File: config.mk
export PLATFORM = sky130hd
export DESIGN_NAME = depth_post_top
export DESIGN_NICKNAME = d
export VERILOG_FILES = /design/src/rtl/depth_post_pkg.sv /design/src/rtl/command_word_assembler.sv /design/src/rtl/constants_regfile.sv /design/src/rtl/pixel_coord_tracker.sv /design/src/rtl/confidence_gate.sv /design/src/rtl/depth_post_top.sv
export VERILOG_INCLUDE_DIRS = /design/src /design/src/rtl
export SDC_FILE = /design/constraint.sdc
export NUM_CORES = 1
export LEC_CHECK = 0
export ABC_AREA = 0
export CAP_MARGIN = 20
export CORE_ASPECT_RATIO = 1.5
export CORE_MARGIN = 5
export CORE_UTILIZATION = 45
export DETAILED_ROUTE_END_ITERATION = 10
export DONT_BUFFER_PORTS = 1
export GPL_ROUTABILITY_DRIVEN = 1
export PLACE_DENSITY = 0.62
export RECOVER_POWER = 100
export SLEW_MARGIN = 20
export SYNTH_ARGS = -nofsm -noshare
export SYNTH_HDL_FRONTEND = slang
export SYNTH_SLANG_ARGS = --single-unit
File: constraint.sdc
create_clock -name core_clk -period 7.7 [get_ports core_clk]
set_input_delay 0 -clock core_clk [delete_from_list [all_inputs] [get_ports core_clk]]
set_output_delay 0 -clock core_clk [all_outputs]
set_load 0.01 [all_outputs]
File: src/rtl/depth_post_settings.svh
`ifndef DEPTH_POST_SETTINGS_SVH
`define DEPTH_POST_SETTINGS_SVH

////////////////////////////////////////////////////////////
// host command layout
// 16-bit address then 32-bit data with the msb first on the link
`define DP_CMD_BYTES 6

// register map of the constants file
`define DP_ADDR_CONFIDENCE 16'h0001
`define DP_ADDR_ROI_WIDTH  16'h0002
`define DP_ADDR_ROI_HEIGHT 16'h0003

////////////////////////////////////////////////////////////
// reset values
`define DP_ROI_WIDTH_DEFAULT  16'd400
`define DP_ROI_HEIGHT_DEFAULT 16'd400
`define DP_CONF_DEFAULT       16'h0000

// depth code for pixels that fail the confidence test
`define DP_Z_INVALID 16'h7FFF

`endif

File: src/rtl/depth_post_pkg.sv
package depth_post_pkg;

    ////////////////////////////////////////////////////////////
    // command path
    // register address carried in a host command
    typedef logic [15:0] cmd_addr_t;

    // command payload whose low half feeds the registers
    typedef logic [31:0] cmd_data_t;

    // one byte from the host link
    typedef logic [7:0] link_byte_t;

    ////////////////////////////////////////////////////////////
    // pixel path
    // raw half-precision pattern for depth or confidence
    typedef logic [15:0] fp16_t;

    // column or row index and region size
    typedef logic [15:0] coord_t;

    // tracker waits for the first frame start before counting
    typedef enum logic {
        TRK_IDLE = 1'b0,
        TRK_RUN  = 1'b1
    } track_state_e;

endpackage

File: src/rtl/command_word_assembler.sv
`include "depth_post_settings.svh"

module command_word_assembler (
    input  logic                       core_clk,
    input  logic                       sys_reset,
    input  depth_post_pkg::link_byte_t link_byte_i,
    input  logic                       link_strobe_i,
    output depth_post_pkg::cmd_addr_t  cmd_addr_o,
    output depth_post_pkg::cmd_data_t  cmd_data_o,
    output logic                       cmd_strobe_o
);

    localparam int CMD_BYTES = `DP_CMD_BYTES;
    localparam int CNT_W     = $clog2(CMD_BYTES);
    localparam int BYTE_W    = $bits(depth_post_pkg::link_byte_t);
    localparam int ADDR_W    = $bits(depth_post_pkg::cmd_addr_t);
    localparam int DATA_W    = $bits(depth_post_pkg::cmd_data_t);
    localparam int WORD_W    = CMD_BYTES * BYTE_W;

    logic [WORD_W-1:0] shift_q;
    logic [CNT_W-1:0]  byte_cnt_q;
    logic              last_byte;

    assign last_byte = link_strobe_i && (byte_cnt_q == CNT_W'(CMD_BYTES - 1));

    ////////////////////////////////////////////////////////////
    // byte capture
    // first byte received ends up in the top byte of the word
    always_ff @(posedge core_clk) begin
        if (link_strobe_i) begin
            shift_q <= {shift_q[WORD_W-BYTE_W-1:0], link_byte_i};
        end
    end

    // word stays put until the next byte arrives, so it is
    // stable while the strobe is high
    assign cmd_addr_o = shift_q[WORD_W-1 -: ADDR_W];
    assign cmd_data_o = shift_q[DATA_W-1:0];

    ////////////////////////////////////////////////////////////
    // byte counter and command strobe
    always_ff @(posedge core_clk) begin
        if (sys_reset) begin
            byte_cnt_q   <= '0;
            cmd_strobe_o <= 1'b0;
        end else begin
            cmd_strobe_o <= last_byte;
            if (last_byte) begin
                byte_cnt_q <= '0;
            end else if (link_strobe_i) begin
                byte_cnt_q <= byte_cnt_q + 1'b1;
            end
        end
    end

    // count wraps before it could reach a full command
    a_byte_cnt_range: assert property (
        @(posedge core_clk) disable iff (sys_reset)
        byte_cnt_q < CNT_W'(CMD_BYTES)
    );

endmodule

File: src/rtl/constants_regfile.sv
`include "depth_post_settings.svh"

module constants_regfile (
    input  logic                      core_clk,
    input  logic                      sys_reset,
    input  depth_post_pkg::cmd_addr_t cmd_addr_i,
    input  depth_post_pkg::cmd_data_t cmd_data_i,
    input  logic                      cmd_strobe_i,
    output depth_post_pkg::fp16_t     conf_threshold_o,
    output depth_post_pkg::coord_t    roi_width_o,
    output depth_post_pkg::coord_t    roi_height_o
);

    depth_post_pkg::fp16_t  conf_threshold_q;
    depth_post_pkg::coord_t roi_width_q;
    depth_post_pkg::coord_t roi_height_q;

    // every register is 16 bits wide
    logic [15:0] wr_value;

    assign wr_value = cmd_data_i[15:0];

    ////////////////////////////////////////////////////////////
    // command decode
    always_ff @(posedge core_clk) begin
        if (sys_reset) begin
            conf_threshold_q <= `DP_CONF_DEFAULT;
            roi_width_q      <= `DP_ROI_WIDTH_DEFAULT;
            roi_height_q     <= `DP_ROI_HEIGHT_DEFAULT;
        end else if (cmd_strobe_i) begin
            case (cmd_addr_i)
                `DP_ADDR_CONFIDENCE: begin
                    conf_threshold_q <= wr_value;
                end
                // zero writes are dropped so the tracker always has a region to wrap in
                `DP_ADDR_ROI_WIDTH: begin
                    if (wr_value != '0) begin
                        roi_width_q <= wr_value;
                    end
                end
                `DP_ADDR_ROI_HEIGHT: begin
                    if (wr_value != '0) begin
                        roi_height_q <= wr_value;
                    end
                end
                default: begin
                    // unknown address leaves everything unchanged
                end
            endcase
        end
    end

    assign conf_threshold_o = conf_threshold_q;
    assign roi_width_o      = roi_width_q;
    assign roi_height_o     = roi_height_q;

    ////////////////////////////////////////////////////////////
    // checks
    // region stays non-empty across any command sequence
    a_roi_nonzero: assert property (
        @(posedge core_clk) disable iff (sys_reset)
        (roi_width_q != '0) && (roi_height_q != '0)
    );

endmodule

File: src/rtl/pixel_coord_tracker.sv
module pixel_coord_tracker (
    input  logic                   core_clk,
    input  logic                   sys_reset,
    input  logic                   pix_valid_i,
    input  logic                   pix_sof_i,
    input  depth_post_pkg::fp16_t  pix_z_i,
    input  depth_post_pkg::fp16_t  pix_c_i,
    input  depth_post_pkg::coord_t roi_width_i,
    input  depth_post_pkg::coord_t roi_height_i,
    output logic                   trk_valid_o,
    output depth_post_pkg::coord_t trk_col_o,
    output depth_post_pkg::coord_t trk_row_o,
    output depth_post_pkg::fp16_t  trk_z_o,
    output depth_post_pkg::fp16_t  trk_c_o
);

    depth_post_pkg::track_state_e state_q;

    // counters hold the coordinate of the next pixel
    depth_post_pkg::coord_t col_q;
    depth_post_pkg::coord_t row_q;

    depth_post_pkg::coord_t cur_col;
    depth_post_pkg::coord_t cur_row;
    depth_post_pkg::coord_t next_col;
    depth_post_pkg::coord_t next_row;
    depth_post_pkg::coord_t last_col;
    depth_post_pkg::coord_t last_row;
    logic                   accept;

    assign last_col = roi_width_i - 16'd1;
    assign last_row = roi_height_i - 16'd1;

    ////////////////////////////////////////////////////////////
    // coordinate of this pixel and of the one after it
    always_comb begin
        accept = pix_valid_i && (pix_sof_i || (state_q == depth_post_pkg::TRK_RUN));

        // frame start forces the origin from any state
        cur_col = pix_sof_i ? '0 : col_q;
        cur_row = pix_sof_i ? '0 : row_q;

        next_col = cur_col + 16'd1;
        next_row = cur_row;
        if (cur_col >= last_col) begin
            next_col = '0;
            next_row = cur_row + 16'd1;
            if (cur_row >= last_row) begin
                next_row = '0;
            end
        end
    end

    ////////////////////////////////////////////////////////////
    // state and counters
    always_ff @(posedge core_clk) begin
        if (sys_reset) begin
            state_q     <= depth_post_pkg::TRK_IDLE;
            col_q       <= '0;
            row_q       <= '0;
            trk_valid_o <= 1'b0;
        end else begin
            trk_valid_o <= accept;
            if (pix_valid_i && pix_sof_i) begin
                state_q <= depth_post_pkg::TRK_RUN;
            end
            if (accept) begin
                col_q <= next_col;
                row_q <= next_row;
            end
        end
    end

    // coordinates travel with the pixel data
    always_ff @(posedge core_clk) begin
        if (accept) begin
            trk_col_o <= cur_col;
            trk_row_o <= cur_row;
            trk_z_o   <= pix_z_i;
            trk_c_o   <= pix_c_i;
        end
    end

    // column is checked against the width the pixel was tracked with
    a_col_in_roi: assert property (
        @(posedge core_clk) disable iff (sys_reset)
        trk_valid_o |-> (trk_col_o < $past(roi_width_i))
    );

endmodule

File: src/rtl/confidence_gate.sv
`include "depth_post_settings.svh"

module confidence_gate (
    input  logic                   core_clk,
    input  logic                   sys_reset,
    input  logic                   trk_valid_i,
    input  depth_post_pkg::coord_t trk_col_i,
    input  depth_post_pkg::coord_t trk_row_i,
    input  depth_post_pkg::fp16_t  trk_z_i,
    input  depth_post_pkg::fp16_t  trk_c_i,
    input  depth_post_pkg::fp16_t  conf_threshold_i,
    output logic                   out_valid_o,
    output depth_post_pkg::coord_t out_col_o,
    output depth_post_pkg::coord_t out_row_o,
    output depth_post_pkg::fp16_t  out_z_o
);

    logic                  conf_ok;
    depth_post_pkg::fp16_t gated_z;

    // confidence compared as a plain unsigned pattern
    assign conf_ok = (trk_c_i >= conf_threshold_i);
    assign gated_z = conf_ok ? trk_z_i : `DP_Z_INVALID;

    ////////////////////////////////////////////////////////////
    // output stage
    always_ff @(posedge core_clk) begin
        if (sys_reset) begin
            out_valid_o <= 1'b0;
        end else begin
            out_valid_o <= trk_valid_i;
        end
    end

    always_ff @(posedge core_clk) begin
        if (trk_valid_i) begin
            out_col_o <= trk_col_i;
            out_row_o <= trk_row_i;
            out_z_o   <= gated_z;
        end
    end

endmodule

File: src/rtl/depth_post_top.sv
module depth_post_top (
    input  logic                       core_clk,
    input  logic                       sys_reset,

    // host command link
    input  depth_post_pkg::link_byte_t link_byte_i,
    input  logic                       link_strobe_i,

    // incoming pixel stream
    input  logic                       pix_valid_i,
    input  logic                       pix_sof_i,
    input  depth_post_pkg::fp16_t      pix_z_i,
    input  depth_post_pkg::fp16_t      pix_c_i,

    // gated pixel stream two cycles behind the input
    output logic                       out_valid_o,
    output depth_post_pkg::coord_t     out_col_o,
    output depth_post_pkg::coord_t     out_row_o,
    output depth_post_pkg::fp16_t      out_z_o
);

    ////////////////////////////////////////////////////////////
    // command path
    depth_post_pkg::cmd_addr_t cmd_addr;
    depth_post_pkg::cmd_data_t cmd_data;
    logic                      cmd_strobe;
    depth_post_pkg::fp16_t     conf_threshold;
    depth_post_pkg::coord_t    roi_width;
    depth_post_pkg::coord_t    roi_height;

    command_word_assembler u_cmd_asm (
        .core_clk     (core_clk),
        .sys_reset    (sys_reset),
        .link_byte_i  (link_byte_i),
        .link_strobe_i(link_strobe_i),
        .cmd_addr_o   (cmd_addr),
        .cmd_data_o   (cmd_data),
        .cmd_strobe_o (cmd_strobe)
    );

    constants_regfile u_regfile (
        .core_clk        (core_clk),
        .sys_reset       (sys_reset),
        .cmd_addr_i      (cmd_addr),
        .cmd_data_i      (cmd_data),
        .cmd_strobe_i    (cmd_strobe),
        .conf_threshold_o(conf_threshold),
        .roi_width_o     (roi_width),
        .roi_height_o    (roi_height)
    );

    ////////////////////////////////////////////////////////////
    // pixel path
    logic                   trk_valid;
    depth_post_pkg::coord_t trk_col;
    depth_post_pkg::coord_t trk_row;
    depth_post_pkg::fp16_t  trk_z;
    depth_post_pkg::fp16_t  trk_c;

    pixel_coord_tracker u_tracker (
        .core_clk    (core_clk),
        .sys_reset   (sys_reset),
        .pix_valid_i (pix_valid_i),
        .pix_sof_i   (pix_sof_i),
        .pix_z_i     (pix_z_i),
        .pix_c_i     (pix_c_i),
        .roi_width_i (roi_width),
        .roi_height_i(roi_height),
        .trk_valid_o (trk_valid),
        .trk_col_o   (trk_col),
        .trk_row_o   (trk_row),
        .trk_z_o     (trk_z),
        .trk_c_o     (trk_c)
    );

    confidence_gate u_gate (
        .core_clk        (core_clk),
        .sys_reset       (sys_reset),
        .trk_valid_i     (trk_valid),
        .trk_col_i       (trk_col),
        .trk_row_i       (trk_row),
        .trk_z_i         (trk_z),
        .trk_c_i         (trk_c),
        .conf_threshold_i(conf_threshold),
        .out_valid_o     (out_valid_o),
        .out_col_o       (out_col_o),
        .out_row_o       (out_row_o),
        .out_z_o         (out_z_o)
    );

endmodule

== Yosys cells after proc, flatten, opt, wreduce, memory -nomap -nowiden ==
Index checks and enable logic that the tools add are counted.
Storage, ports and cells
  register bits after elaboration: 247
  latch bits: 0
  RAM bits: 0
  ROM bits: 0
  bits of input ports: 45
  output and inout bits: 49
  word-level logic and storage cells: 44
  memories: 0
Cells by class
  $add $sub $neg: 5
  $mul: 0
  div/mod/pow operators: 0
  magnitude comparators: 3
  equality and inequality tests: 4
  shift operators: 0
  multiplexer cells: 5
  bitwise logic cells: 0
  reduce and logical (&&, ||, !) cells: 9
Operator list (number)
  2-to-1 mux 16 bit: 5
  >= comparator 16 bit: 3
  adder 16 x 1 -> 16 bit (second input constant): 2
  == test 16 x 2 -> 1 bit (second input constant): 2
  subtractor 16 x 1 -> 16 bit (second input constant): 2
  == test 16 x 1 -> 1 bit (second input constant): 1
  nonzero test 16 bit: 1
  AND reduction 3 bit: 2
  adder 3 x 1 -> 3 bit (second input constant): 1
  == test 3 bit (second input constant): 1
  logical AND 1 bit: 3
  AND reduction 2 bit: 1
  OR reduction 2 bit: 1
  logical OR 1 bit: 1

== Logic depth before layout (Yosys ltp) ==
Gate-level depths: netlist of the first run.
  depth in word-level cells: 4
  gate-level depth with buffers: 15
  gate-level depth less buffers: 14

== By module ==
From an unflattened synthesis of the first run, not the netlist that was laid out.
Second synthesis, totals
  cell total of the unflattened synthesis: 891
  area, all modules: 11105.7 um^2
Modules (own cells, without submodules)
  pixel_coord_tracker: instances 1, cells an instance 498, area an instance 5227.5 um^2, seq. area each 2602.5 um^2
  confidence_gate: instances 1, cells an instance 136, area an instance 2182.1 um^2, seq. area each 1461.4 um^2
  constants_regfile: instances 1, cells an instance 191, area an instance 2072.0 um^2, seq. area each 960.9 um^2
  command_word_assembler: instances 1, cells an instance 66, area an instance 1624.1 um^2, seq. area each 1521.5 um^2

== Worst setup path before layout of the first run ==
OpenSTA, ideal clock, no wires.
  path type: register to register
  from: register u_regfile.roi_width_q[6], in the netlist u_regfile.roi_width_o[6]
  to: register u_tracker.row_q[4]
  library setup time: 0.073 ns
  arrival time: 3.286 ns
  data required time: 7.627 ns
  path slack: 4.342 ns
  cell stages (with the launch flop): 14
  path buffers: 1
  period minus slack after synthesis: 3.358 ns
  cell sequence: dfxtp_1 -> or4_1 -> or3_1 -> nor4_1 -> xnor2_1 -> ha_1 -> nand2_2 -> nor4_4 -> o311ai_2 -> and3_1 -> buf_6 -> nor4_4 -> nand2_1 -> o22ai_2
Between the ends
  cells in the longest elaborated chain, start to end: 3
Ends and longest elaborated chain
  start, declared: RTL line constants_regfile.sv:15  | depth_post_pkg::coord_t roi_width_q;
  start signal, assigned: RTL line constants_regfile.sv:28  | roi_width_q <= `DP_ROI_WIDTH_DEFAULT;
  start signal, assigned: RTL line constants_regfile.sv:38  | roi_width_q <= wr_value;
  subtractor 16 x 1 -> 16 bit: RTL line pixel_coord_tracker.sv:31  | assign last_col = roi_width_i - 16'd1;
  >= comparator 16 bit: RTL line pixel_coord_tracker.sv:45  | if (cur_col >= last_col) begin
  2-to-1 mux 16 bit: RTL line pixel_coord_tracker.sv:45
  end signal, assigned: RTL line pixel_coord_tracker.sv:69  | row_q <= next_row;
  end, declared: RTL line pixel_coord_tracker.sv:21  | depth_post_pkg::coord_t row_q;
Every way passes these cells.
A chain may end at the register's enable or synchronous reset.

== Final worst setup path of the first run ==
  from: register u_tracker.state_q
  to: register u_tracker.col_q[5]
Between the ends
  cells in the longest elaborated chain, start to end: 2
Ends and longest elaborated chain
  start, declared: RTL line pixel_coord_tracker.sv:17  | depth_post_pkg::track_state_e state_q;
  start signal, assigned: RTL line pixel_coord_tracker.sv:58  | state_q <= depth_post_pkg::TRK_IDLE;
  start signal, assigned: RTL line pixel_coord_tracker.sv:65  | state_q <= depth_post_pkg::TRK_RUN;
  logical OR 1 bit: RTL line pixel_coord_tracker.sv:37  | accept = pix_valid_i && (pix_sof_i || (state_q == depth_post_pkg::TRK_RUN));
  logical AND 1 bit: RTL line pixel_coord_tracker.sv:37
  end signal, assigned: RTL line pixel_coord_tracker.sv:68  | col_q <= next_col;
  end, declared: RTL line pixel_coord_tracker.sv:20  | depth_post_pkg::coord_t col_q;
Every way passes these cells.

==> results of run 1 <==
==> cells in the final DEF, fill, tap and decap left out, types with 3 or more instances in the layout <==
cell           instances
a211o_1                6
a211oi_1               4
a21o_1                 3
a21oi_1               40
a31oi_1                7
and3_1                14
and4_1                 3
bufinv_16              3
clkbuf_1               4
clkbuf_16             26
clkinv_1               3
clkinv_2               7
dfxtp_1               87
dlygate4sd3_1         48
edfxtp_1             160
ha_1                  54
inv_1                 25
mux2i_1               43
nand2_1               55
nand2b_1              19
nand3_1               25
nand3b_1               6
nand4_1                6
nand4b_1               6
nor2_1                82
nor2b_1               44
nor3_1                10
nor4_1                13
o211ai_1               8
o21ai_0               32
or3_1                  9
or4_1                  5
xnor2_1               22
xor2_1                 9
==> per-layer routing <==
| layer | wire length, um | vias to the layer above |
|---|---|---|
| met3 | 631 | 37 |
| li1 | - | 3202 |
| met4 | 488 | 0 |
| met2 | 10200 | 128 |
| met1 | 8570 | 3052 |
| met5 | 0 | - |
==> power by group through the flow <==
stage | Sequential [W] | Combinational (W) | Clock, W
2_1_floorplan | 0.00151 | 0.0000420 | 0
3_3_place_gp | 0.00153 | 0.0000435 | 0
3_5_place_dp | 0.00153 | 0.0000453 | 0
4_1_cts | 0.00150 | 0.0000869 | 0.00126
5_1_grt | 0.00150 | 0.0000913 | 0.00132
6_report | 0.00150 | 0.0000816 | 0.00122
==> state kept, by name, summed over array words and instances (netlist names) <==
| name | flops |
|---|---|
| u_tracker.trk_col_o | 16 |
| u_tracker.trk_c_o | 16 |
| u_gate.out_valid_o | 1 |
| u_regfile.roi_width_o | 16 |
| u_cmd_asm.cmd_strobe_o | 1 |
| u_gate.out_row_o | 16 |
| u_tracker.row_q | 16 |
| u_tracker.trk_z_o | 16 |
| u_cmd_asm.shift_q | 48 |
| u_gate.out_col_o | 16 |
| u_tracker.state_q | 1 |
| u_tracker.trk_row_o | 16 |
| u_cmd_asm.byte_cnt_q | 3 |
| u_gate.out_z_o | 16 |
| u_tracker.trk_valid_o | 1 |
| u_tracker.col_q | 16 |
| u_regfile.roi_height_o | 16 |
| u_regfile.conf_threshold_o | 16 |
==> cells by family after synthesis <==
kind of cell               after synthesis
AOI/OAI and AO/OA                      111
xor gates and xnor gates                31
adders and majority gates               54
buffers and inverters                   49
DFF                                    247
muxes                                   43
and+or+nand+nor                        311
==> worst max-delay path: stages (launching register included) <==
cell	delay (ns)
dfxtp_1	0.31
o21ai_0	1.88
clkinv_2	0.96
buf_4	0.61
nand2_1	0.31
nand4b_1	0.15
a31oi_1	0.09
==> stage by stage <==
step	total power, W	worst slack (ns)	util [%]	instance area (sq um)
final	0.00280	3.02	52.4	12000
after global routing	0.00291	2.56	52.4	12000
after CTS	0.00284	3.85	52.8	12100
after detailed placement	0.00157	3.85	46.7	10700
after global placement	0.00157	3.94	46.7	10700
after floorplan	0.00156	4.34	-	10500
==> worst max-delay path by stage <==
stage / endpoint / slack, ns / depth (start not counted)
3_3_place_gp: u_tracker.row_q[4]$_SDFFE_PP0P_ / 3.94 / 13
5_1_grt: u_tracker.row_q[12]$_SDFFE_PP0P_ / 2.56 / 6
2_1_floorplan: u_tracker.row_q[4]$_SDFFE_PP0P_ / 4.34 / 13
4_1_cts: u_tracker.row_q[13]$_SDFFE_PP0P_ / 3.85 / 13
6_report: u_tracker.col_q[5]$_SDFFE_PP0P_ / 3.02 / 6
3_5_place_dp: u_tracker.row_q[13]$_SDFFE_PP0P_ / 3.85 / 13
==> what timing repair did <==
action                    4_1_cts  5_1_grt
hold endpoints to repair      207        0
hold buffers                   51        0
setup buffers                   0        0
==> layout make-up <==
class / count / area (sq um)
repair buffers: 53 / 507
flip-flops and latches: 247 / 6550
multi-input cells: 550 / 3690
fillers: 1964 / 10900
inverters: 26 / 98.8
clock buffers: 28 / 668
clock inverters: 17 / 173
well taps: 280 / 350
==> impl_summary.txt, run 1 <==
----------------------------------------------------
[Clocking]
  Clock transition at the register clock pins on the worst setup and hold paths after CTS ... 0.06 ns
  Number of sinks on the clock net ... 247
  Clock root buffer master ... clkbuf_16
  Clock latency reported for the late side of the worst-skew pair ... 0.51 ns
  CTS-repair resized insts ... 0
  CTS Buf Count ... 25
  Number of buffers on the longest clock path ... 3
  CTS tree ... done
  Number of H-tree branching levels ... 1

[Power]
  Maximum vdd drop ... 0.210 mV
  Pwr dens ... 233 nW/um^2
  Fraction of power consumed by sequential logic ... 53.5%
  Power share of the clock group ... 43.6%
  Comb power frac ... 2.9%
  Cell internal pwr ... 0.00222 W
  Static Leak ... 4.13 nW
  Switching share of power ... 20.7%
  Switching power ... 0.000579 W

[Final layout]
  Synth-to-layout area growth ... 15.1%
  Fraction of final layout cells sized beyond drive strength 1 ... 5.65%
  Total number of nets in the final design ... 1002
  Count of placed standard cells in the final layout, fillers left out ... 1201
  Inserted Diodes ... 0

[GRT]
  Number of global-route vias before repair ... 6256
  Global-route track usage on met3 ... 2.20%
  Layer with the highest usage after global routing ... met2
  First-pass GRT wire length ... 32.2 mm
  Largest net degree at the start of global routing ... 82
  Fraction of met2 tracks used by global routing ... 26.7%
  Antenna violations before repair ... 0
  GRT Resource Usage Total ... 14.9%
  Met1 track demand over resource ... 18.6%
  Grt ovf ... 0

[Yosys]
  Average cell area after synthesis ... 12.4 sq um
  Synth top area share ... 45.9%
  Synthesized-area fraction occupied by ao, oa, aoi and oai cells ... 6.46%
  Synthesized-area fraction occupied by and/or/nand/nor cells ... 15.8%
  Post-synthesis adder-cell area fraction ... 6.46%
  Share of synthesized area spent on multiplexers ... 4.12%
  Part of the Yosys area used for sequential elements ... 62.6%
  Most used standard cell by instance count after synthesis ... edfxtp_1
  Dominant register cell in the synthesized netlist ... edfxtp_1
  Dominant combinational cell family by area after synthesis ... simple AND/OR/NAND/NOR gates
  Commonest cells in the netlist ... edfxtp_1, dfxtp_1, nor2_1
  Nets in the synthesized netlist ... 945
  Synthesis Warnings ... 0
  Post-synth design cell area ... 10500 sq um
  Cell types with the largest area share after synthesis ... edfxtp_1, dfxtp_1, ha_1
  Async SR Flop Fraction ... 0%
  Number of enable-type register cells in the synthesized netlist ... 160
  Number of flip-flops and latches in the synthesized netlist ... 247
  Leading area contributor after synthesis ... edfxtp_1
  Area share of xor/xnor cells in the synthesized design ... 2.60%
  Number of distinct library cells after synthesis ... 54
  Instance count of the mapped netlist ... 846

[Critical path]
  Type of element launching the critical path ... flip-flop
  Type of the setup path with the least slack ... reg2reg
  Startpoint of the lowest-slack register-to-register path ... u_tracker.state_q$_SDFFE_PP0P_
  Worst r2r dst ... u_tracker.col_q[5]$_SDFFE_PP0P_
  Endpoint arrival time on the critical path ... 4.87 ns
  Worst Reg2Reg Path Length in Cells ... 6
  Worst Path Required ... 7.89 ns
  Crit path max fanout ... 63
  Capturing element type of the critical path ... flip-flop
  Register-to-Register Setup Slack ... 3.02 ns
  Startpoint of the worst setup timing path ... u_tracker.state_q$_SDFFE_PP0P_

[Worst hold path]
  Hold-critical path endpoint ... u_tracker.col_q[9]$_SDFFE_PP0P_
  Hold path start ... pix_sof_i
  Number of instances on the worst hold path ... 4
  Worst Hold Class ... in2reg

[Routing]
  Initial drt markers ... 476
  Post-Route WL ... 19.9 mm
  Per-cell via count in the routed design ... 5.34
  Wire length per cell ... 16.6 um
  DRC ... 0
  Residual antenna-violating net count after detailed routing ... 0
  Drt pass-1 iters ... 5
  Vias ... 6419

[Run status]
  Result of the run ... finished with violations
  Violations in the final reports ... max-capacitance violations, max-slew violations

[Job]
  Count of maximum capacitance violations ... 5

[Timing]
  Post-layout min period ... 4.68 ns
  Fin. Hold Viols ... 0
  Worst slack on hold paths ... 0.108 ns
  Post-route setup TNS ... 0 ns
  Max transition margin ... -166%
  Number of max-slew violations in the final report ... 252
  Final critical-path share of the clock period ... 60.7%
  Fmax ... 214 MHz
  Worst setup skew after layout ... 0.0139 ns
  Slew at the pin closest to its max-slew limit ... 3.99 ns
  RSZ-0062 raised after global routing ... false
  Endpoints failing setup ... 0

[Die]
  Num ports ... 94
  Chip Height ... 197 um
  Die width ... 134 um
  Initial Util ... 45.5%
  Area of the die ... 26500 sq um
  Core Area ... 23000 sq um
  FP Rows ... 68

[Place]
  Buffers added on ports ... 0
  Half-perimeter wire length after detailed placement ... 13.1 mm
  Final weighted congestion in routability-driven placement ... 0.837
  Inst Count DP ... 1105

----------------------------------------------------
(Power assumes the default switching activity.)
==> run 2: changes to the inputs <==
--- a/config.mk
+++ b/config.mk
@@ -14,7 +14,7 @@
 export DETAILED_ROUTE_END_ITERATION = 10
 export DONT_BUFFER_PORTS = 1
 export GPL_ROUTABILITY_DRIVEN = 1
-export PLACE_DENSITY = 0.62
+export PLACE_DENSITY = 0.64
 export RECOVER_POWER = 100
 export SLEW_MARGIN = 20
 export SYNTH_ARGS = -nofsm -noshare
==> constraint.sdc (replaced) <==
create_clock -name core_clk -period 4.1 [get_ports core_clk]
set_input_delay 0 -clock core_clk [delete_from_list [all_inputs] [get_ports core_clk]]
set_output_delay 0 -clock core_clk [all_outputs]
set_load 0.01 [all_outputs]
==> run 2 against run 1 <==
  * Via count is 0.26% higher
  * Final cell count rose by 0.50%
  * Combinational power up 94%
  * Critical path type unchanged
  * Power grew 93%
  * Maximum frequency rose by 25%
  * The flow still finishes with violations (max-capacitance violations, max-slew violations)
  * Critical path depth up 7
  * Largest power group unchanged
  * Sequential power grew 87%
  * Non-clock buffer count up 8
  * Global-route usage increased by 0.091 points
==> impl_summary.txt, run 2 (synthesis gave the netlist of run 1 again) <==
----------------------------------------------------
[Run status]
  Result of the run ... finished with violations
  Violations in the final reports ... max-capacitance violations, max-slew violations

[Power]
  Pwr dens ... 444 nW/um^2 (+91%)
  Maximum vdd drop ... 0.432 mV (+110%)
  Static Leak ... 4.19 nW (+1.3%)

[Final layout]
  Leading cell types in the layout, fill and taps excluded ... edfxtp_1, dfxtp_1, nor2_1, nand2_1, ha_1
  Most common library cell in the layout ignoring fill and taps ... edfxtp_1
  Total number of nets in the final design ... 1009 (+0.70%)
  Fraction of final layout cells sized beyond drive strength 1 ... 6.15% (+0.50 points)
  Register ranked first by flip-flop count ... u_cmd_asm.shift_q
  Multi-input gate area in the final layout ... 3700 sq um (+0.14%)
  Synth-to-layout area growth ... 16.4%
  Inserted Diodes ... 0 (unchanged)
  Filler Cell Count ... 1917 (-2.4%)
  Number of flip-flops under the largest register name ... 48 (unchanged)
  Sequential cell area in the final layout ... 6550 sq um (unchanged)

[Timing]
  Endpoints failing setup ... 0 (unchanged)
  Fmax ... 267 MHz (+25%)
  Fin. Hold Viols ... 0 (unchanged)
  Worst Setup Slack, final ... 0.357 ns (-2.67 ns)
  Max transition margin ... -89.3% (+77 points)
  RSZ-0062 raised after global routing ... false
  Post-route setup TNS ... 0 ns (unchanged)
  Worst slack on hold paths ... 0.107 ns (-0.000625 ns)
  Worst setup skew after layout ... 0.0199 ns (+0.00606 ns)
  Post-layout min period ... 3.74 ns (-0.934 ns)
  Final critical-path share of the clock period ... 91.3% (+31 points)
  Number of max-slew violations in the final report ... 145 (-42%)
  Slew at the pin closest to its max-slew limit ... 2.84 ns (-1.15 ns)

[Critical path]
  Crit path max fanout ... 6 (-90%)
  Cell type group with the largest total delay on the critical path ... simple AND/OR/NAND/NOR gates
  Critical-path top delay cell ... or4_1
  Most common cell type on the critical path ... nand2_1
  Sum of buffers and inverters on the critical path ... 2 (unchanged)
  Worst Path Required ... 4.50 ns (-3.39 ns)
  Capturing element type of the critical path ... flip-flop
  Series of cell instances along the critical path ... or4_1 -> or3_1 -> nor3_1 -> xnor2_1 -> ha_1 -> nand2_1 -> nor4_4 -> o311ai_2 -> and3_2 -> buf_4 -> nand2_1 -> a21oi_1 -> dlygate4sd3_1
  Endpoint arrival time on the critical path ... 4.15 ns (-0.72 ns)
  Type of the setup path with the least slack ... reg2reg
  Type of element launching the critical path ... flip-flop
  Critical Path Max Stage Delay ... 0.57 ns (-1.31 ns)

[Die]
  Core Area ... 23000 sq um (unchanged)
  Chip Height ... 197 um (unchanged)
  Initial Util ... 45.5% (unchanged)
  Area of the die ... 26500 sq um (unchanged)
  FP Rows ... 68 (unchanged)
  Num ports ... 94 (unchanged)
  Die width ... 134 um (unchanged)

[GRT]
  Global-route track usage on met3 ... 2.07% (-0.13 points)
  Layer with the highest usage after global routing ... met2
  First-pass GRT wire length ... 32.6 mm (+1.1%)
  Number of global-route vias before repair ... 6566 (+5.0%)
  Met1 track demand over resource ... 18.0% (-0.60 points)
  Largest net degree at the start of global routing ... 82 (unchanged)
  Antenna violations before repair ... 0 (unchanged)
  GRT Resource Usage Total ... 15.0% (+0.091 points)
  Grt ovf ... 0 (unchanged)
  Fraction of met2 tracks used by global routing ... 27.2% (+0.52 points)

[Clocking]
  Number of sinks on the clock net ... 247 (unchanged)
  CTS tree ... done
  Clock transition at the register clock pins on the worst setup and hold paths after CTS ... 0.07 ns (about the same)
  Number of buffers on the longest clock path ... 3 (unchanged)
  Number of H-tree branching levels ... 1 (unchanged)
  Clock latency reported for the late side of the worst-skew pair ... 0.52 ns (about the same)
  CTS Buf Count ... 24 (-4.0%)
  Clock root buffer master ... clkbuf_16

[Routing]
  Vias ... 6436 (+0.26%)
  Drt pass-1 iters ... 4 (-1)
  Post-Route WL ... 19.7 mm (-1.1%)
  Residual antenna-violating net count after detailed routing ... 0 (unchanged)
  Wire length per cell ... 16.3 um (-1.6%)
  DRC ... 0 (unchanged)
  Per-cell via count in the routed design ... 5.33 (-0.23%)
  Initial drt markers ... 476 (unchanged)

[Place]
  Final weighted congestion in routability-driven placement ... 0.834 (-0.36%)
  Place WS ... 0.327 ns (-3.53 ns)
  Buffers added on ports ... 0 (unchanged)
  Half-perimeter wire length after detailed placement ... 13.3 mm (+1.9%)

[Worst hold path]
  Worst Hold Class ... in2reg

[Job]
  Count of maximum capacitance violations ... 4 (-1)

----------------------------------------------------
## run 2: layout make-up
class                   count  share of cell area [%]
multi-input cells         550                    30.4
repair buffers             61                    4.88
inverters                  26                   0.812
flip-flops and latches    247                    53.8
well taps                 280                    2.88
clock buffers              29                    5.34
clock inverters            14                    1.96
## run 2: routing by layer
layer / share of wire, % / vias to the layer above
met2: 51 / 142
met3: 3.7 / 39
met1: 43 / 3034
met5: 0 / -
li1: - / 3221
met4: 2.5 / 0
## run 2: repair_timing
action	4_1_cts	5_1_grt
setup buffers	0	2
hold buffers	52	0
endpoints found under the setup margin	0	1
hold endpoints to repair	207	0
gates resized for setup	0	1
## run 2: through the flow
step / std cells / instance area (sq um) / utilization, % / total power (W)
after floorplan: 846 / 10500 / - / 0.00292
after global placement: 1110 / 10800 / 46.8 / 0.00295
after detailed placement: 1110 / 10800 / 46.8 / 0.00296
after CTS: 1205 / 12200 / 53.2 / 0.00549
after global routing: 1207 / 12200 / 53.0 / 0.00560
final: 1207 / 12200 / 53.0 / 0.00541
## run 2: power by group
part | internal, W | switching [W] | total (W)
sequential | 0.00275 | 0.0000640 | 0.00281
combinational | 0.0000650 | 0.0000929 | 0.000158
clock | 0.00151 | 0.000927 | 0.00244
## run 2: final timing paths
check,start,to,slack [ns],cells after the start
setup reg to reg,u_regfile.roi_width_o[6]$_SDFFE_PP0P_,u_tracker.col_q[2]$_SDFFE_PP0P_,0.36,13
setup / recovery,u_regfile.roi_width_o[6]$_SDFFE_PP0P_,u_tracker.col_q[2]$_SDFFE_PP0P_,0.36,13
hold / removal,link_byte_i[2],u_cmd_asm.shift_q[2]$_DFFE_PP_,0.11,1
hold reg to reg,u_cmd_asm.shift_q[19]$_DFFE_PP_,u_cmd_asm.shift_q[27]$_DFFE_PP_,0.40,0
==> run 3: changes to the inputs <==
--- a/config.mk
+++ b/config.mk
@@ -10,13 +10,13 @@
 export CAP_MARGIN = 20
 export CORE_ASPECT_RATIO = 1.5
 export CORE_MARGIN = 5
-export CORE_UTILIZATION = 45
+export CORE_UTILIZATION = 40
 export DETAILED_ROUTE_END_ITERATION = 10
 export DONT_BUFFER_PORTS = 1
 export GPL_ROUTABILITY_DRIVEN = 1
-export PLACE_DENSITY = 0.64
+export PLACE_DENSITY = 0.58
 export RECOVER_POWER = 100
-export SLEW_MARGIN = 20
+export SLEW_MARGIN = 0
 export SYNTH_ARGS = -nofsm -noshare
 export SYNTH_HDL_FRONTEND = slang
 export SYNTH_SLANG_ARGS = --single-unit
==> run 3 against run 2 <==
  * The run still ends with max-capacitance violations, max-slew violations left
  * Worst setup slack is essentially flat
  * Design area about the same
  * Critical path depth grew 1
  * Clock power is essentially flat
  * Maximum frequency hardly changed
  * Register-to-register slack is essentially flat
  * Power decreased by 0.35%
==> impl_summary.txt, run 3 (synthesis gave the netlist of run 1 again) <==
----------------------------------------------------
[Die]
  Die width ... 142 um (+5.6%)
  Chip Height ... 208 um (+5.8%)
  Num ports ... 94 (unchanged)
  FP Rows ... 72 (+5.9%)
  Core Area ... 25800 sq um (+12%)
  Area of the die ... 29500 sq um (+12%)
  Initial Util ... 40.6% (-4.9 points)

[Final layout]
  Leading cell types in the layout, fill and taps excluded ... edfxtp_1, dfxtp_1, nor2_1, nand2_1, ha_1
  Synth-to-layout area growth ... 16.5% (about the same)
  Register ranked first by flip-flop count ... u_cmd_asm.shift_q
  Most common library cell in the layout ignoring fill and taps ... edfxtp_1
  Inserted Diodes ... 0 (unchanged)
  Sequential cell area in the final layout ... 6550 sq um (unchanged)
  Filler Cell Count ... 2357 (+23%)
  Number of flip-flops under the largest register name ... 48 (unchanged)
  Total number of nets in the final design ... 1007 (-0.20%)
  Fraction of final layout cells sized beyond drive strength 1 ... 5.62% (-0.53 points)
  Multi-input gate area in the final layout ... 3690 sq um (-0.10%)

[Timing]
  Post-layout min period ... 3.74 ns (-0.0000620 ns)
  Fmax ... 267 MHz (about the same)
  Number of max-slew violations in the final report ... 109 (-25%)
  Max transition margin ... -90.2% (-0.88 points)
  Endpoints failing setup ... 0 (unchanged)
  Worst setup skew after layout ... 0.0112 ns (-0.00869 ns)
  Final critical-path share of the clock period ... 91.3% (about the same)
  Slew at the pin closest to its max-slew limit ... 2.85 ns (+0.0132 ns)
  RSZ-0062 raised after global routing ... false
  Worst slack on hold paths ... 0.109 ns (+0.00168 ns)
  Post-route setup TNS ... 0 ns (unchanged)
  Fin. Hold Viols ... 0 (unchanged)

[Routing]
  Residual antenna-violating net count after detailed routing ... 0 (unchanged)
  Drt pass-1 iters ... 4 (unchanged)
  Initial drt markers ... 412 (-13%)
  Post-Route WL ... 20.3 mm (+3.3%)
  Per-cell via count in the routed design ... 5.09 (-4.5%)
  Vias ... 6409 (-0.42%)
  Wire length per cell ... 16.2 um (-0.84%)
  DRC ... 0 (unchanged)

[Critical path]
  Worst Path Required ... 4.54 ns (+0.04 ns)
  Type of the setup path with the least slack ... reg2reg
  Crit path max fanout ... 9 (+3)
  Type of element launching the critical path ... flip-flop
  Endpoint arrival time on the critical path ... 4.18 ns (+0.03 ns)
  Capturing element type of the critical path ... flip-flop

[Power]
  Comb power frac ... 3.0% (about the same)
  Fraction of power consumed by sequential logic ... 52.1% (about the same)
  Cell internal pwr ... 0.00431 W (-0.32%)
  Static Leak ... 4.16 nW (-0.66%)
  Switching power ... 0.00108 W (-0.43%)
  Switching share of power ... 20.0% (about the same)
  Maximum vdd drop ... 0.392 mV (-9.2%)
  Pwr dens ... 442 nW/um^2 (-0.44%)
  Power share of the clock group ... 44.9% (-0.2 points)

[Place]
  Half-perimeter wire length after detailed placement ... 13.7 mm (+2.9%)
  Final weighted congestion in routability-driven placement ... 0.807 (-3.2%)
  Buffers added on ports ... 0 (unchanged)

[Run status]
  Result of the run ... finished with violations
  Violations in the final reports ... max-capacitance violations, max-slew violations

[Clocking]
  Number of buffers on the longest clock path ... 3 (unchanged)
  Number of sinks on the clock net ... 247 (unchanged)
  CTS Buf Count ... 25 (+4.2%)
  Clock root buffer master ... clkbuf_16
  Clock latency reported for the late side of the worst-skew pair ... 0.52 ns (about the same)
  CTS tree ... done
  Clock transition at the register clock pins on the worst setup and hold paths after CTS ... 0.06 ns (about the same)
  CTS-repair resized insts ... 0 (unchanged)
  Number of H-tree branching levels ... 1 (unchanged)

[Worst hold path]
  Worst Hold Class ... in2reg

[GRT]
  First-pass GRT wire length ... 33.0 mm (+1.4%)
  Number of global-route vias before repair ... 6474 (-1.4%)
  GRT Resource Usage Total ... 13.7% (-1.2 points)
  Grt ovf ... 0 (unchanged)
  Largest net degree at the start of global routing ... 82 (unchanged)
  Antenna violations before repair ... 0 (unchanged)

[Job]
  Count of maximum capacitance violations ... 3 (-1)

----------------------------------------------------
## run 3: cell type report
cell class / count / area share [%]
Clock buffer: 30 / 5.29
Clock inverter: 14 / 1.89
Inverter: 26 / 0.811
Multi-Input combinational cell: 550 / 30.3
Sequential cell: 247 / 53.7
Tap cell: 333 / 3.42
Timing Repair Buffer: 58 / 4.58
## run 3: per-layer routing
metal / wire length [um] / vias up / GRT usage, % / part of all wire (%)
met1: 8710 / 3035 / 16.8 / 43
met2: 10300 / 129 / 24.3 / 51
met5: 0 / - / 0 / 0
met3: 711 / 36 / 1.98 / 3.5
li1: - / 3209 / - / -
met4: 586 / 0 / 5.26 / 2.9
## run 3: path summary, 6_finish.rpt
| kind | startpoint | endpoint | slack [ns] | cells after the start |
|---|---|---|---|---|
| worst max register to register | u_regfile.roi_width_o[2]$_SDFFE_PP0P_ | u_tracker.row_q[13]$_SDFFE_PP0P_ | 0.36 | 14 |
| worst min-delay path | pix_c_i[9] | u_tracker.trk_c_o[9]$_DFFE_PP_ | 0.11 | 1 |
| worst min register to register | u_cmd_asm.shift_q[21]$_DFFE_PP_ | u_cmd_asm.shift_q[29]$_DFFE_PP_ | 0.42 | 0 |
| worst max-delay path | u_regfile.roi_width_o[2]$_SDFFE_PP0P_ | u_tracker.row_q[13]$_SDFFE_PP0P_ | 0.36 | 14 |
## run 3: power by group through the flow
stage	registers [W]	logic (W)	clock network (W)
2_1_floorplan	0.00284	0.0000788	0
4_1_cts	0.00281	0.000166	0.00251
3_5_place_dp	0.00287	0.0000882	0
5_1_grt	0.00282	0.000182	0.00261
3_3_place_gp	0.00287	0.0000855	0
6_report	0.00281	0.000163	0.00242
## run 3: timing repair
action	in CTS	in global routing
buffers inserted	0	1
hold buffers	50	0
endpoints found under the hold margin	207	0
setup endpoints to repair	0	4
## run 3: worst max-delay path: stages (launching register included)
cell and delay (ns):
dfxtp_1 0.36, nor4_1 0.38, nand2_1 0.18, or3_1 0.39
nor4_1 0.25, xnor2_1 0.11, ha_1 0.29, nand2_2 0.08
nor4_4 0.32, o311ai_2 0.18, and3_1 0.32, nor4_4 0.28
clkbuf_2 0.28, nand2_2 0.09, o31ai_2 0.16
## run 3: stage by stage
stage / instance area (sq um) / total power (W) / cells / setup WS [ns] / util, %
2_1_floorplan: 10500 / 0.00292 / 846 / 0.742 / -
3_3_place_gp: 10800 / 0.00295 / 1161 / 0.305 / 41.9
3_5_place_dp: 10800 / 0.00296 / 1161 / 0.264 / 41.9
4_1_cts: 12200 / 0.00549 / 1255 / 0.257 / 47.5
5_1_grt: 12200 / 0.00561 / 1258 / 0.0360 / 47.3
6_report: 12200 / 0.00539 / 1258 / 0.357 / 47.3
